--- src/dramPkg.sv ---
`default_nettype none
// ----------------------------------------
// DRAM subsystem package
// Geometry, queue depth, latency and command codes
// ----------------------------------------
package dramPkg;

	// ----------------------------------------
	// Word geometry
	// ----------------------------------------
	localparam int AddressWidth = 10;
	localparam int DataWidth = 64;
	localparam int ByteWidth = 8;
	// One mask bit per byte lane
	localparam int MaskWidth = DataWidth / ByteWidth;
	localparam int MemoryWords = 1 << AddressWidth;

	// ----------------------------------------
	// Command codes (MIG style)
	// ----------------------------------------
	localparam int CommandWidth = 3;
	localparam logic [CommandWidth-1:0] CmdWrite = 3'd0;
	localparam logic [CommandWidth-1:0] CmdRead = 3'd1;

	// ----------------------------------------
	// Queues, latency, calibration
	// ----------------------------------------
	localparam int QueueDepth = 4;
	localparam int QueuePointerWidth = $clog2(QueueDepth);
	// Count must reach QueueDepth itself
	localparam int QueueCountWidth = $clog2(QueueDepth + 1);
	// Issue to read-data-valid, array register included
	localparam int ReadLatency = 4;
	localparam int ReturnStages = ReadLatency - 1;
	localparam int CalibrationCycles = 16;
	localparam int CalibrationCountWidth = $clog2(CalibrationCycles);

endpackage
`default_nettype wire

--- src/readReturnPipe.sv ---
`default_nettype none
`timescale 1ns/1ps
// ----------------------------------------
// Read return pipe
// Fixed-latency in-order delay for read results
// ----------------------------------------
module readReturnPipe import dramPkg::*; (
	input logic MemoryClock,
	input logic rstN,
	input logic readStrobe,
	input logic [DataWidth-1:0] readWord,
	output logic [DataWidth-1:0] readData,
	output logic readDataValid
);

	// Array register is the first stage of ReadLatency
	logic [ReturnStages-1:0] validStages;
	logic [DataWidth-1:0] dataStages [ReturnStages];

	// Valid shift, cleared by reset
	always_ff @(posedge MemoryClock or negedge rstN) begin
		if (!rstN) begin
			validStages <= '0;
		end else begin
			validStages <= {validStages[ReturnStages-2:0], readStrobe};
		end
	end

	// Data shift alongside the valids
	always_ff @(posedge MemoryClock) begin
		dataStages[0] <= readWord;
		for (int stage = 1; stage < ReturnStages; stage++) begin
			dataStages[stage] <= dataStages[stage-1];
		end
	end

	// Last stage drives the user port
	assign readDataValid = validStages[ReturnStages-1];
	assign readData = dataStages[ReturnStages-1];

endmodule
`default_nettype wire

--- config.mk ---
export PLATFORM = sky130hd
export DESIGN_NAME = readReturnPipe
export DESIGN_NICKNAME = d
export VERILOG_FILES = /design/src/dramPkg.sv /design/src/readReturnPipe.sv
export SDC_FILE = /design/constraint.sdc
export NUM_CORES = 1
export LEC_CHECK = 0
export BUFFER_PORTS_ARGS = -buffer_cell sky130_fd_sc_hd__buf_2
export CAP_MARGIN = 20
export CORE_MARGIN = 4
export CORE_UTILIZATION = 47
export DETAILED_ROUTE_END_ITERATION = 12
export MAX_ROUTING_LAYER = met4
export PLACE_DENSITY_LB_ADDON = 0.1
export RECOVER_POWER = 100
export SLEW_MARGIN = 25
export SYNTH_ARGS = -nofsm -noshare
export SYNTH_HDL_FRONTEND = slang
export SYNTH_SLANG_ARGS = --single-unit
export TNS_END_PERCENT = 1
--- constraint.sdc ---
create_clock -name MemoryClock -period 2 [get_ports MemoryClock]
set_clock_uncertainty 0.2 [all_clocks]
set_input_delay 0 -clock MemoryClock [delete_from_list [all_inputs] [get_ports MemoryClock]]
set_output_delay 0 -clock MemoryClock [all_outputs]
set_load 0.005 [all_outputs]
==> results of run 1 <==
-- stage by stage --
stage	area, µm²	util (%)	setup slack, ns	instances
2_1_floorplan	4400	-	1.35	259
3_3_place_gp	4710	51.3	1.34	437
3_5_place_dp	4710	51.3	1.34	437
-- cells in the mapped netlist --
| master | number |
|---|---|
| sky130_fd_sc_hd__dfxtp_1 | 192 |
| sky130_fd_sc_hd__buf_4 | 64 |
| sky130_fd_sc_hd__dfrtp_1 | 3 |
-- kinds of logic after synthesis --
| logic type | count (synthesis) | synth area share [%] |
|---|---|---|
| flops | 195 | 89.1 |
| buf+inv | 64 | 10.9 |
==> implementation parameters, run 1 <==
Parameter                              Value

Die
  Vertical extent of the die ... 105 µm
  Number of rows created at floorplan ... 35
  Number of top-level design ports ... 132
  Initial core utilization ... 47.8%
  Horiz. Die Dim ... ~100 µm

CTS
  Setup bufs post-CTS ... 0
  CTS max path bufs ... 2
  Total clock buffers created by CTS ... 17
  Resized Gates After CTS ... 0
  Total of hold buffers inserted after clock tree synthesis ... between 100 and 150
  Clock tree root driver cell ... sky130_fd_sc_hd__clkbuf_8
  Max H-tree Level ... 4
  Number of sinks handled by clock tree synthesis ... roughly 200

Logic synthesis
  Total number of yosys warnings ... 0
  Netlist cell types ... 3
  Cell count after synthesis ... 259
  Area share of the leading cell type in the synthesized netlist ... 87.4%
  Post-Synthesis Mean Instance Area ... 17.0 µm²
  Sequential element share of the synthesized area ... 89.1%
  Top area cells in the synthesized netlist ... sky130_fd_sc_hd__dfxtp_1 (87%), sky130_fd_sc_hd__buf_4 (11%), sky130_fd_sc_hd__dfrtp_1 (1.7%)
  Register bit count reported by yosys ... 195
  Yosys top cell by area ... sky130_fd_sc_hd__dfxtp_1
  Synth Cell Area ... 0.00440 mm²
  Post-synthesis net count ... 326

Run status
  Last step reached ... clock tree synthesis (4_1_cts)
  Result of the run ... stopped before the end
  First error ... [ERROR RSZ-0060] Max buffer count reached.

Place
  Final Wtd Congestion ... between 0.6 and 0.7
  Number of I/O port buffers ... 131
  Post-DP HPWL ... 3480 µm
==> run 2: changes to the inputs <==
- CORE_UTILIZATION: 47 -> 32
- MAX_ROUTING_LAYER: met4 -> not set
- PLACE_DENSITY_LB_ADDON: 0.1 -> 0.15
==> implementation parameters, run 2 <==
Parameter                              Value

Run status
  Result of the run ... complete, no violations

Logic synthesis
  Async set or reset register ratio after synthesis ... 1.54% (unchanged)
  Register bit count reported by yosys ... 195 (unchanged)
  Cell count after synthesis ... 259 (unchanged)
  Most common cell in the netlist ... sky130_fd_sc_hd__dfxtp_1
  Post-synthesis net count ... 326 (unchanged)
  Number of enable flip-flop cells after synthesis ... 0 (unchanged)
  Post-Synthesis Mean Instance Area ... 17.0 µm² (unchanged)
  Most used flip-flop cell after synthesis ... sky130_fd_sc_hd__dfxtp_1
  Sequential element share of the synthesized area ... 89.1% (unchanged)
  Area share of the leading cell type in the synthesized netlist ... 87.4% (unchanged)
  Top area cells in the synthesized netlist ... sky130_fd_sc_hd__dfxtp_1 (87%), sky130_fd_sc_hd__buf_4 (11%), sky130_fd_sc_hd__dfrtp_1 (1.7%)
  Top cell types by occurrence after synthesis ... sky130_fd_sc_hd__dfxtp_1 (192), sky130_fd_sc_hd__buf_4 (64), sky130_fd_sc_hd__dfrtp_1 (3)
  Yosys top cell by area ... sky130_fd_sc_hd__dfxtp_1
  Total number of yosys warnings ... 0 (unchanged)
  Netlist cell types ... 3 (unchanged)
  Synth Cell Area ... 0.00440 mm² (unchanged)

Routing
  Remaining routing DRC violations ... 0
  Average via count per standard cell ... 3.40
  Number of DRC violations after detailed-routing iteration 0 ... 59
  Number of detailed-routing iterations run before antenna repair ... 2
  Post-Route WL ... around 6500 µm
  Number of nets with antenna violations after detailed routing ... 0
  WL/cell ... 10.3 µm
  Routed vias ... 2,153

Die
  Vertical extent of the die ... 125 µm (+20%)
  Initial core utilization ... 33.0% (-15 points)
  Number of rows created at floorplan ... 42 (+20%)
  Core Footprint ... 0.0133 mm²
  Horiz. Die Dim ... 125 µm (+20%)
  Number of top-level design ports ... 132 (unchanged)
  Die footprint ... 0.0157 mm²

Layout
  Fill cell total of the finished layout ... 1,234
  Ratio of cells with drive above 1 in the final layout ... approximately a quarter
  Count of multi-input combinational gates ... 0
  Leading cell types in the layout, fill and taps excluded ... sky130_fd_sc_hd__dfxtp_1 (192), sky130_fd_sc_hd__dlygate4sd3_1 (102), sky130_fd_sc_hd__buf_2 (90)
  Register with the most flip-flops ... dataStages
  N_diodes ... 0
  Area of combinational cells with multiple inputs ... 0 µm²
  Max reg flops ... 192
  Largest registers ... dataStages (192), validStages (3)
  Final #Nets ... 514
  Final design utilization ... roughly 47%
  Layout Area Growth over Synthesis ... 43.3%
  Most common library cell in the layout ignoring fill and taps ... sky130_fd_sc_hd__dfxtp_1

Power and ir drop
  Total power of the final layout ... 7.50 mW
  Pint ... 6.06 mW
  Psw ... 1.44 mW
  Max IR drop VDD ... about 770 µV
  Leakage power total ... between 2 and 3 nW
  Power density over the cells ... approximately 1200 mW/mm²
  Sequential power share ... a little under three fifths
  Clk pwr share ... 41.0%
  Fraction of power spent switching nets ... 19.2%
  Relative contribution of combinational cells to total power ... around 3.8%

Worst setup path
  Worst Setup Path Type ... flop to primary output
  Required arrival time at the worst endpoint ... ~1.8 ns
  Worst path buffer plus inverter count ... 1
  Worst setup SP type ... flop
  R2r setup slk ... 1.32 ns
  Cell family contributing the most delay on the critical path ... flip-flops
  Sequence of cells on the critical path ... buf_2
  Maximum fanout along the worst path ... 1
  Library cell contributing the largest single delay on the critical path ... sky130_fd_sc_hd__dfrtp_1
  Maximum cell stage delay along the critical path ... 0.37 ns
  CP endpoint kind ... primary output
  Arrival time of data at the critical path endpoint ... around 0.91 ns

CTS
  CTS tree ... done
  Number of sinks handled by clock tree synthesis ... 195 (unchanged)
  Clock tree root driver cell ... sky130_fd_sc_hd__clkbuf_16
  Total clock buffers created by CTS ... 17 (unchanged)
  Max H-tree Level ... 4 (unchanged)
  Post-CTS clock slew at the launch and capture registers of the worst setup and hold paths ... 0.07 ns
  CTS max path bufs ... 2 (unchanged)
  Setup bufs post-CTS ... 0 (unchanged)
  Latest clock arrival within the worst-skew pair ... 0.41 ns

STA
  Setup repair after global routing missed its margin ... no
  Share of the clock period used by the worst path after layout ... between 50% and 60%
  Pin slew with the least headroom to its limit ... 0.184 ns
  Hold Violations, Final ... 0
  Final total negative setup slack ... 0 ns
  Fin crit period ... 1.11 ns
  Timing-limited maximum frequency ... 0.900 GHz
  Slew Viols, Final ... 0
  Final setup slack of the worst path ... 0.888 ns
  Final setup vio count ... 0
  Final-layout worst hold slack ... 0.0199 ns
  Worst slew margin relative to its limit ... 87.8%

Global routing
  Remaining global-route overflow ... 0
  Antenna violations before repair ... 0
  Global-route wire length before repair ... 10,800 µm
  GRT Util Overall ... 9.16%
  Largest net degree at the start of global routing ... 17
  Number of global-route vias before repair ... 2,294

Place
  Post-DP HPWL ... 3980 µm (+14%)
  Number of I/O port buffers ... 131 (unchanged)
  Worst setup slack after placement ... 1.34 ns (+0.00264 ns)
  Final Wtd Congestion ... 0.632 (-0.30%)

Flow run
  MaxCap Viol Count ... 0

Hold path
  Type of the tightest min-delay check ... input port to flop
run 2: cell counts after synthesis:
Identical to the previous run, type by type.
run 2: kinds of logic (layout without fill, tap and decap cells):
kind of cell	Yosys count	after routing	synth area share, %
flip-flops	195	195	89.1
buffers and inverters	64	262	10.9
run 2: path summary, 6_finish.rpt:
path | start | endpoint | cells after the start
worst max-delay path | validStages[2] | readDataValid | 1
worst min-delay path | readWord[56] | dataStages[0][56] | 2
worst max register to register | validStages[0] | validStages[1] | 0
worst min register to register | dataStages[0][89] | dataStages[0][153] | 0
max in group asynchronous | rstN | validStages[1] | 3
min in group asynchronous | rstN | validStages[2] | 3
run 2: timing repair:
item	CTS	global route
resized for setup	0	0
hold endpoints to repair	68	1
hold buffers	101	1
run 2: layout make-up:
class                 count  area [µm²]  area share (%)
Sequential cell         195        3920            62.2
Clock buffer             20         457            7.24
Timing Repair Buffer    233        1630            25.8
Clock inverter            9        82.6            1.31
Tap cell                176         220            3.49
run 2: metrics by stage:
step                      instances  instance area, µm²
after global placement          502                4790
after floorplan                 259                4400
after CTS                       632                6340
after detailed placement        502                4790
after global routing            633                6300
final                           633                6300
run 2: power by group through the flow:
stage | combinational (mW) | sequential [mW] | clock, mW
6_report | 0.284 | 4.14 | 3.07
5_1_grt | 0.314 | 4.16 | 3.34
4_1_cts | 0.296 | 4.14 | 3.19
3_5_place_dp | 0.146 | 4.23 | 0
3_3_place_gp | 0.146 | 4.22 | 0
2_1_floorplan | 0.103 | 4.21 | 0
run 2: layer usage:
| layer | up-vias | part of all wire (%) | global-route usage [%] |
|---|---|---|---|
| li1 | 1099 | - | - |
| met1 | 943 | 41 | 9.26 |
| met2 | 96 | 44 | 13.5 |
| met3 | 15 | 12 | 6.70 |
| met4 | 0 | 2.9 | 5.74 |
| met5 | - | 0 | 0 |
Power figures use the tool's default switching activity.
==> run 3: changes to the inputs <==
- clock period: 2 -> 0.9 ns (I/O delays scaled with it)
==> implementation parameters, run 3 (synthesized netlist as in run 2, its figures left out) <==
Parameter                              Value

Die
  Number of top-level design ports ... 132 (unchanged)
  Die footprint ... 0.0157 mm² (unchanged)
  Number of rows created at floorplan ... 42 (unchanged)
  Vertical extent of the die ... 125 µm (unchanged)
  Core Footprint ... 0.0133 mm² (unchanged)
  Initial core utilization ... 33.0% (unchanged)
  Horiz. Die Dim ... 125 µm (unchanged)

Global routing
  GRT Util Overall ... 8.51% (-0.65 points)
  Antenna violations before repair ... 0 (unchanged)
  Remaining global-route overflow ... 0 (unchanged)
  Global-route wire length before repair ... 10,100 µm (-6.9%)
  Number of global-route vias before repair ... 2,177 (-5.1%)
  Largest net degree at the start of global routing ... 17 (unchanged)

STA
  Share of the clock period used by the worst path after layout ... 122%
  Final setup vio count ... 65 (+65)
  Pin slew with the least headroom to its limit ... 0.180 ns (-0.00383 ns)
  Slew Viols, Final ... 0 (unchanged)
  Timing-limited maximum frequency ... 0.908 GHz
  Final setup slack of the worst path ... -0.201 ns (-1.09 ns)
  Worst slew margin relative to its limit ... 88.0% (+0.26 points)
  Hold Violations, Final ... 0 (unchanged)
  Final total negative setup slack ... -8.40 ns (-8.40 ns)
  Setup repair after global routing missed its margin ... yes
  Fin crit period ... 1.10 ns
  Final-layout worst hold slack ... 0.0137 ns (-0.00624 ns)

Layout
  Max reg flops ... 192 (unchanged)
  Non-filler instance count after layout ... 601 (-5.1%)
  Fill cell total of the finished layout ... 1,207 (-2.2%)
  Most common library cell in the layout ignoring fill and taps ... sky130_fd_sc_hd__dfxtp_1
  Leading cell types in the layout, fill and taps excluded ... sky130_fd_sc_hd__dfxtp_1 (167), sky130_fd_sc_hd__buf_2 (109), sky130_fd_sc_hd__dlygate4sd3_1 (67)
  Register cell area after layout ... 0.00395 mm² (+0.80%)
  Count of multi-input combinational gates ... 0 (unchanged)
  Area of combinational cells with multiple inputs ... 0 µm² (unchanged)
  Layout Area Growth over Synthesis ... 41.0%
  Register with the most flip-flops ... dataStages
  Area of all placed cells without fillers ... 0.00620 mm² (-1.6%)
  Final #Nets ... 479 (-6.8%)
  Largest registers ... dataStages (192), validStages (3)
  N_diodes ... 0 (unchanged)
  Ratio of cells with drive above 1 in the final layout ... 43.5% (+18 points)

CTS
  Clock tree root driver cell ... sky130_fd_sc_hd__clkbuf_16
  Total clock buffers created by CTS ... 17 (unchanged)
  Total of hold buffers inserted after clock tree synthesis ... 67 (-34%)
  Number of sinks handled by clock tree synthesis ... 195 (unchanged)
  Setup bufs post-CTS ... 0 (unchanged)
  Max H-tree Level ... 4 (unchanged)
  CTS max path bufs ... 2 (unchanged)
  Latest clock arrival within the worst-skew pair ... 0.41 ns (about the same)
  Post-CTS clock slew at the launch and capture registers of the worst setup and hold paths ... 0.07 ns (about the same)
  CTS tree ... done

Power and ir drop
  Max IR drop VDD ... 1580 µV (+100%)
  Clk pwr share ... 42.5% (+1.5 points)
  Sequential power share ... 54.0% (-1.2 points)
  Fraction of power spent switching nets ... 19.2% (about the same)
  Power density over the cells ... 2750 mW/mm² (+130%)
  Total power of the final layout ... 17.1 mW (+130%)
  Leakage power total ... 2.78 nW (+1.1%)
  Psw ... 3.27 mW (+130%)
  Relative contribution of combinational cells to total power ... 3.5% (-0.3 points)
  Pint ... 13.8 mW (+130%)

Hold path
  Endpoint of the worst hold path ... dataStages[0][57]
  Number of cells traversed by the worst hold path ... 2 (unchanged)
  Type of the tightest min-delay check ... input port to flop
  Worst hold start ... readWord[57]

Worst setup path
  R2r setup slk ... 0.22 ns (-1.10 ns)
  Reg-to-reg startpoint ... validStages[1]
  CP endpoint kind ... primary output
  Worst Setup Path Type ... flop to primary output
  Worst path buffer plus inverter count ... 1 (unchanged)
  Arrival time of data at the critical path endpoint ... 0.90 ns (about the same)
  Required arrival time at the worst endpoint ... 0.70 ns (-1.10 ns)
  Maximum fanout along the worst path ... 1 (unchanged)
  Sequence of cells on the critical path ... buf_2
  Worst setup SP type ... flop
  Reg-to-reg endpoint ... validStages[2]
  Worst reg-to-reg path cell count ... 0 (unchanged)
  Library cell contributing the largest single delay on the critical path ... sky130_fd_sc_hd__dfrtp_1
  Cell family contributing the most delay on the critical path ... flip-flops
  Maximum cell stage delay along the critical path ... 0.36 ns (about the same)

Routing
  Number of nets with antenna violations after detailed routing ... 0 (unchanged)
  Average via count per standard cell ... 3.37 (-0.89%)
  Remaining routing DRC violations ... 0 (unchanged)
  Routed vias ... 2,026 (-5.9%)
  Post-Route WL ... 6240 µm (-4.0%)
  Number of DRC violations after detailed-routing iteration 0 ... 69 (+17%)
  Number of detailed-routing iterations run before antenna repair ... 2 (unchanged)
  WL/cell ... 10.4 µm (+1.1%)

Place
  Final Wtd Congestion ... 0.632 (unchanged)
  Number of cells after detailed placement ... 502 (unchanged)
  Number of I/O port buffers ... 131 (unchanged)
  Post-DP HPWL ... 3920 µm (-1.3%)
  Area of placed instances ... 0.00479 mm² (unchanged)

Run status
  Failing checks ... negative setup slack
  Result of the run ... finished with violations

Flow run
  MaxCap Viol Count ... 0 (unchanged)
[run 3: cell types whose count changed in the layout (fill, tap and decap cells not counted), moves of 19 or more]
cell / change
sky130_fd_sc_hd__buf_2: +19
sky130_fd_sc_hd__buf_6: +20
sky130_fd_sc_hd__clkbuf_1: -39
sky130_fd_sc_hd__dfxtp_1: -25
sky130_fd_sc_hd__dfxtp_2: +25
sky130_fd_sc_hd__dlygate4sd3_1: -35
[run 3: power groups by stage]
| stage | registers (mW) | clock network (mW) | logic (mW) |
|---|---|---|---|
| after detailed placement | 9.39 | 0 | 0.323 |
| final | 9.21 | 7.26 | 0.590 |
| after floorplan | 9.36 | 0 | 0.228 |
| after CTS | 9.20 | 7.54 | 0.553 |
| after global placement | 9.38 | 0 | 0.325 |
| after global routing | 9.25 | 7.92 | 0.647 |
[run 3: per-stage QoR]
step / util (%) / worst slack, ns
final: 46.5 / -0.201
after global routing: 46.5 / -0.256
after CTS: 45.4 / -0.218
after detailed placement: 35.9 / 0.244
after global placement: 35.9 / 0.232
after floorplan: - / 0.250
[run 3: final cells by class]
cell class,count,share of cell area (%)
repair buffers,198,23.4
flip-flops and latches,195,63.7
well taps,176,3.55
clock buffers,20,7.36
clock inverters,12,2.06
[run 3: worst max path at each step]
| stage | start | endpoint | cells after the start |
|---|---|---|---|
| after detailed placement | validStages[0] | validStages[1] | 0 |
| after CTS | validStages[2] | readDataValid | 1 |
| after global placement | validStages[2] | readDataValid | 1 |
| after floorplan | validStages[0] | validStages[1] | 0 |
| final | validStages[2] | readDataValid | 1 |
| after global routing | validStages[2] | readDataValid | 1 |
[run 3: layer usage]
metal / vias up / wire length, µm / track usage [%]
li1: 1035 / - / -
met1: 885 / 2510 / 8.85
met2: 96 / 2800 / 12.3
met3: 10 / 830 / 6.65
met4: 0 / 97 / 4.59
met5: - / 0 / 0
[run 3: repair_timing]
| item | CTS | global route |
|---|---|---|
| hold endpoints to repair | 68 | 4 |
| endpoints found under the setup margin | 65 | 65 |
| resized for setup | 8 | 37 |
==> run 4: changes to the inputs <==
- CORE_ASPECT_RATIO: not set -> 2
==> implementation parameters, run 4 (synthesized netlist as in run 2, its figures left out) <==
Parameter                              Value

Worst setup path
  Endpoint of the worst setup timing path ... readDataValid
  Worst reg-to-reg path cell count ... 0 (unchanged)
  Maximum fanout along the worst path ... 1 (unchanged)
  Maximum cell stage delay along the critical path ... 0.37 ns (about the same)
  Worst path buffer plus inverter count ... 1 (unchanged)
  Critical Path Start ... validStages[2]
  Library cell contributing the largest single delay on the critical path ... sky130_fd_sc_hd__dfrtp_1
  CP endpoint kind ... primary output
  Required arrival time at the worst endpoint ... 0.70 ns (about the same)
  Worst setup SP type ... flop
  Worst Setup Path Type ... flop to primary output
  Sequence of cells on the critical path ... buf_2
  Reg-to-reg startpoint ... validStages[1]
  R2r setup slk ... 0.23 ns (about the same)
  Arrival time of data at the critical path endpoint ... 0.89 ns (about the same)
  Reg-to-reg endpoint ... validStages[2]
  Cell family contributing the most delay on the critical path ... flip-flops
  Stages on worst setup path ... 1 (unchanged)

Global routing
  Number of global-route vias before repair ... 2,291 (+5.2%)
  GRT Util Overall ... 8.76% (+0.25 points)
  Antenna violations before repair ... 0 (unchanged)
  Global-route wire length before repair ... 10,700 µm (+6.2%)
  Remaining global-route overflow ... 0 (unchanged)
  Largest net degree at the start of global routing ... 20 (+3)

CTS
  CTS max path bufs ... 2 (unchanged)
  Clock tree root driver cell ... sky130_fd_sc_hd__clkbuf_16
  Latest clock arrival within the worst-skew pair ... 0.41 ns (about the same)
  CTS tree ... done
  Total clock buffers created by CTS ... 17 (unchanged)
  Post-CTS clock slew at the launch and capture registers of the worst setup and hold paths ... 0.07 ns (about the same)
  Number of sinks handled by clock tree synthesis ... 195 (unchanged)
  Max H-tree Level ... 4 (unchanged)

Die
  Number of top-level design ports ... 132 (unchanged)
  Number of rows created at floorplan ... 60 (+43%)
  Initial core utilization ... 32.7% (-0.22 points)
  Die footprint ... 0.0158 mm² (+0.73%)
  Horiz. Die Dim ... 90.9 µm (-27%)
  Core Footprint ... 0.0134 mm² (+0.68%)
  Vertical extent of the die ... 174 µm (+39%)

Layout
  Final #Nets ... 479 (unchanged)
  Non-filler instance count after layout ... 580 (-3.5%)
  Most common library cell in the layout ignoring fill and taps ... sky130_fd_sc_hd__dfxtp_1
  Leading cell types in the layout, fill and taps excluded ... sky130_fd_sc_hd__dfxtp_1 (165), sky130_fd_sc_hd__buf_2 (113), sky130_fd_sc_hd__dlygate4sd3_1 (67)
  Largest registers ... dataStages (192), validStages (3)
  Count of multi-input combinational gates ... 0 (unchanged)
  N_diodes ... 0 (unchanged)
  Register with the most flip-flops ... dataStages
  Fill cell total of the finished layout ... 1,225 (+1.5%)
  Area of combinational cells with multiple inputs ... 0 µm² (unchanged)
  Max reg flops ... 192 (unchanged)
  Ratio of cells with drive above 1 in the final layout ... 44.7% (+1.2 points)
  Layout Area Growth over Synthesis ... 40.6%

Routing
  Remaining routing DRC violations ... 0 (unchanged)
  Number of nets with antenna violations after detailed routing ... 0 (unchanged)
  Post-Route WL ... 6230 µm (-0.21%)
  Average via count per standard cell ... 3.53 (+4.8%)
  Routed vias ... 2,049 (+1.1%)
  WL/cell ... 10.7 µm (+3.4%)
  Number of DRC violations after detailed-routing iteration 0 ... 26 (-62%)
  Number of detailed-routing iterations run before antenna repair ... 4 (+2)

Power and ir drop
  Fraction of power spent switching nets ... 20.9% (+1.7 points)
  Max IR drop VDD ... 1110 µV (-30%)
  Relative contribution of combinational cells to total power ... 3.4% (about the same)
  Power density over the cells ... 2750 mW/mm² (about the same)
  Psw ... 3.56 mW (+8.7%)
  Clk pwr share ... 42.5% (about the same)
  Total power of the final layout ... 17.0 mW (-0.19%)
  Pint ... 13.5 mW (-2.3%)
  Sequential power share ... 54.1% (about the same)
  Leakage power total ... 2.78 nW (+0.25%)

Run status
  Failing checks ... negative setup slack
  Result of the run ... finished with violations

STA
  Final setup slack of the worst path ... -0.193 ns (+0.00797 ns)
  Slew Viols, Final ... 0 (unchanged)
  Fin crit period ... 1.09 ns (-0.00797 ns)
  Hold Violations, Final ... 0 (unchanged)
  Pin slew with the least headroom to its limit ... 0.176 ns (-0.00364 ns)
  Share of the clock period used by the worst path after layout ... 121% (-0.89 points)
  Final-layout worst hold slack ... 0.0219 ns (+0.00818 ns)
  Setup repair after global routing missed its margin ... yes
  Final setup vio count ... 65 (unchanged)
  Final total negative setup slack ... -8.07 ns (+0.323 ns)
  Worst slew margin relative to its limit ... 88.2% (+0.20 points)
  Timing-limited maximum frequency ... 0.915 GHz (+0.73%)

Flow run
  MaxCap Viol Count ... 0 (unchanged)

Place
  Number of I/O port buffers ... 131 (unchanged)
  Post-DP HPWL ... 4080 µm (+4.0%)
  Final Wtd Congestion ... 0.623 (-1.4%)
  Number of cells after detailed placement ... 481 (-4.2%)
  Worst setup slack after placement ... 0.229 ns (-0.0146 ns)

Hold path
  Type of the tightest min-delay check ... input port to flop
## run 4: cell count changes in the layout (fill, tap and decap cells not counted), moves of 2 or more
cell                        delta
sky130_fd_sc_hd__dfxtp_1       -2
sky130_fd_sc_hd__dfxtp_2       +2
sky130_fd_sc_hd__bufinv_16     -2
sky130_fd_sc_hd__buf_2         +4
sky130_fd_sc_hd__inv_8         +3
sky130_fd_sc_hd__clkbuf_1      -3
sky130_fd_sc_hd__clkinv_8      +3
sky130_fd_sc_hd__buf_6         -2
sky130_fd_sc_hd__clkinv_2      -5
## run 4: cell type report
cell class	instances	area (µm²)	area share, %
Clock buffer	20	467	7.54
Clock inverter	12	135	2.18
Sequential cell	195	3950	63.9
Tap cell	155	194	3.13
Timing Repair Buffer	198	1440	23.3
## run 4: worst min path at each step
stage | slack [ns] | from | cells past startpoint | to
finish | 0.02 | readWord[13] | 2 | dataStages[0][13]
detailed placement | -0.40 | rstN | 1 | validStages[2]
global placement | -0.40 | rstN | 1 | validStages[2]
CTS | -0.004 | readWord[48] | 2 | dataStages[0][48]
global route | 0.006 | readWord[16] | 2 | dataStages[0][16]
floorplan | -0.50 | rstN | 0 | validStages[0]
## run 4: timing repair
action                                 CTS  global route
endpoints found under the hold margin   68             0
resized for setup                       11            34
setup buffers                            0             0
setup endpoints to repair               65            65
hold buffers                            67             0
## run 4: stage by stage
stage | cell area, µm² | utilization, %
6_report | 6190 | 46.0
5_1_grt | 6190 | 46.0
4_1_cts | 6060 | 45.1
3_5_place_dp | 4770 | 35.5
3_3_place_gp | 4770 | 35.5
2_1_floorplan | 4400 | -
## run 4: power groups by stage
stage	Combinational, mW	Clock, mW	Sequential, mW
after floorplan	0.228	0	9.36
after global placement	0.313	0	9.38
after detailed placement	0.318	0	9.39
after CTS	0.555	7.55	9.20
after global routing	0.640	8.01	9.26
final	0.585	7.23	9.21
## run 4: routing by layer
layer | up-vias | wire length (µm) | global-route usage [%]
li1 | 1041 | - | -
met1 | 915 | 2380 | 9.32
met2 | 82 | 3310 | 14.7
met3 | 11 | 415 | 3.48
met4 | 0 | 127 | 4.91
met5 | - | 0 | 0
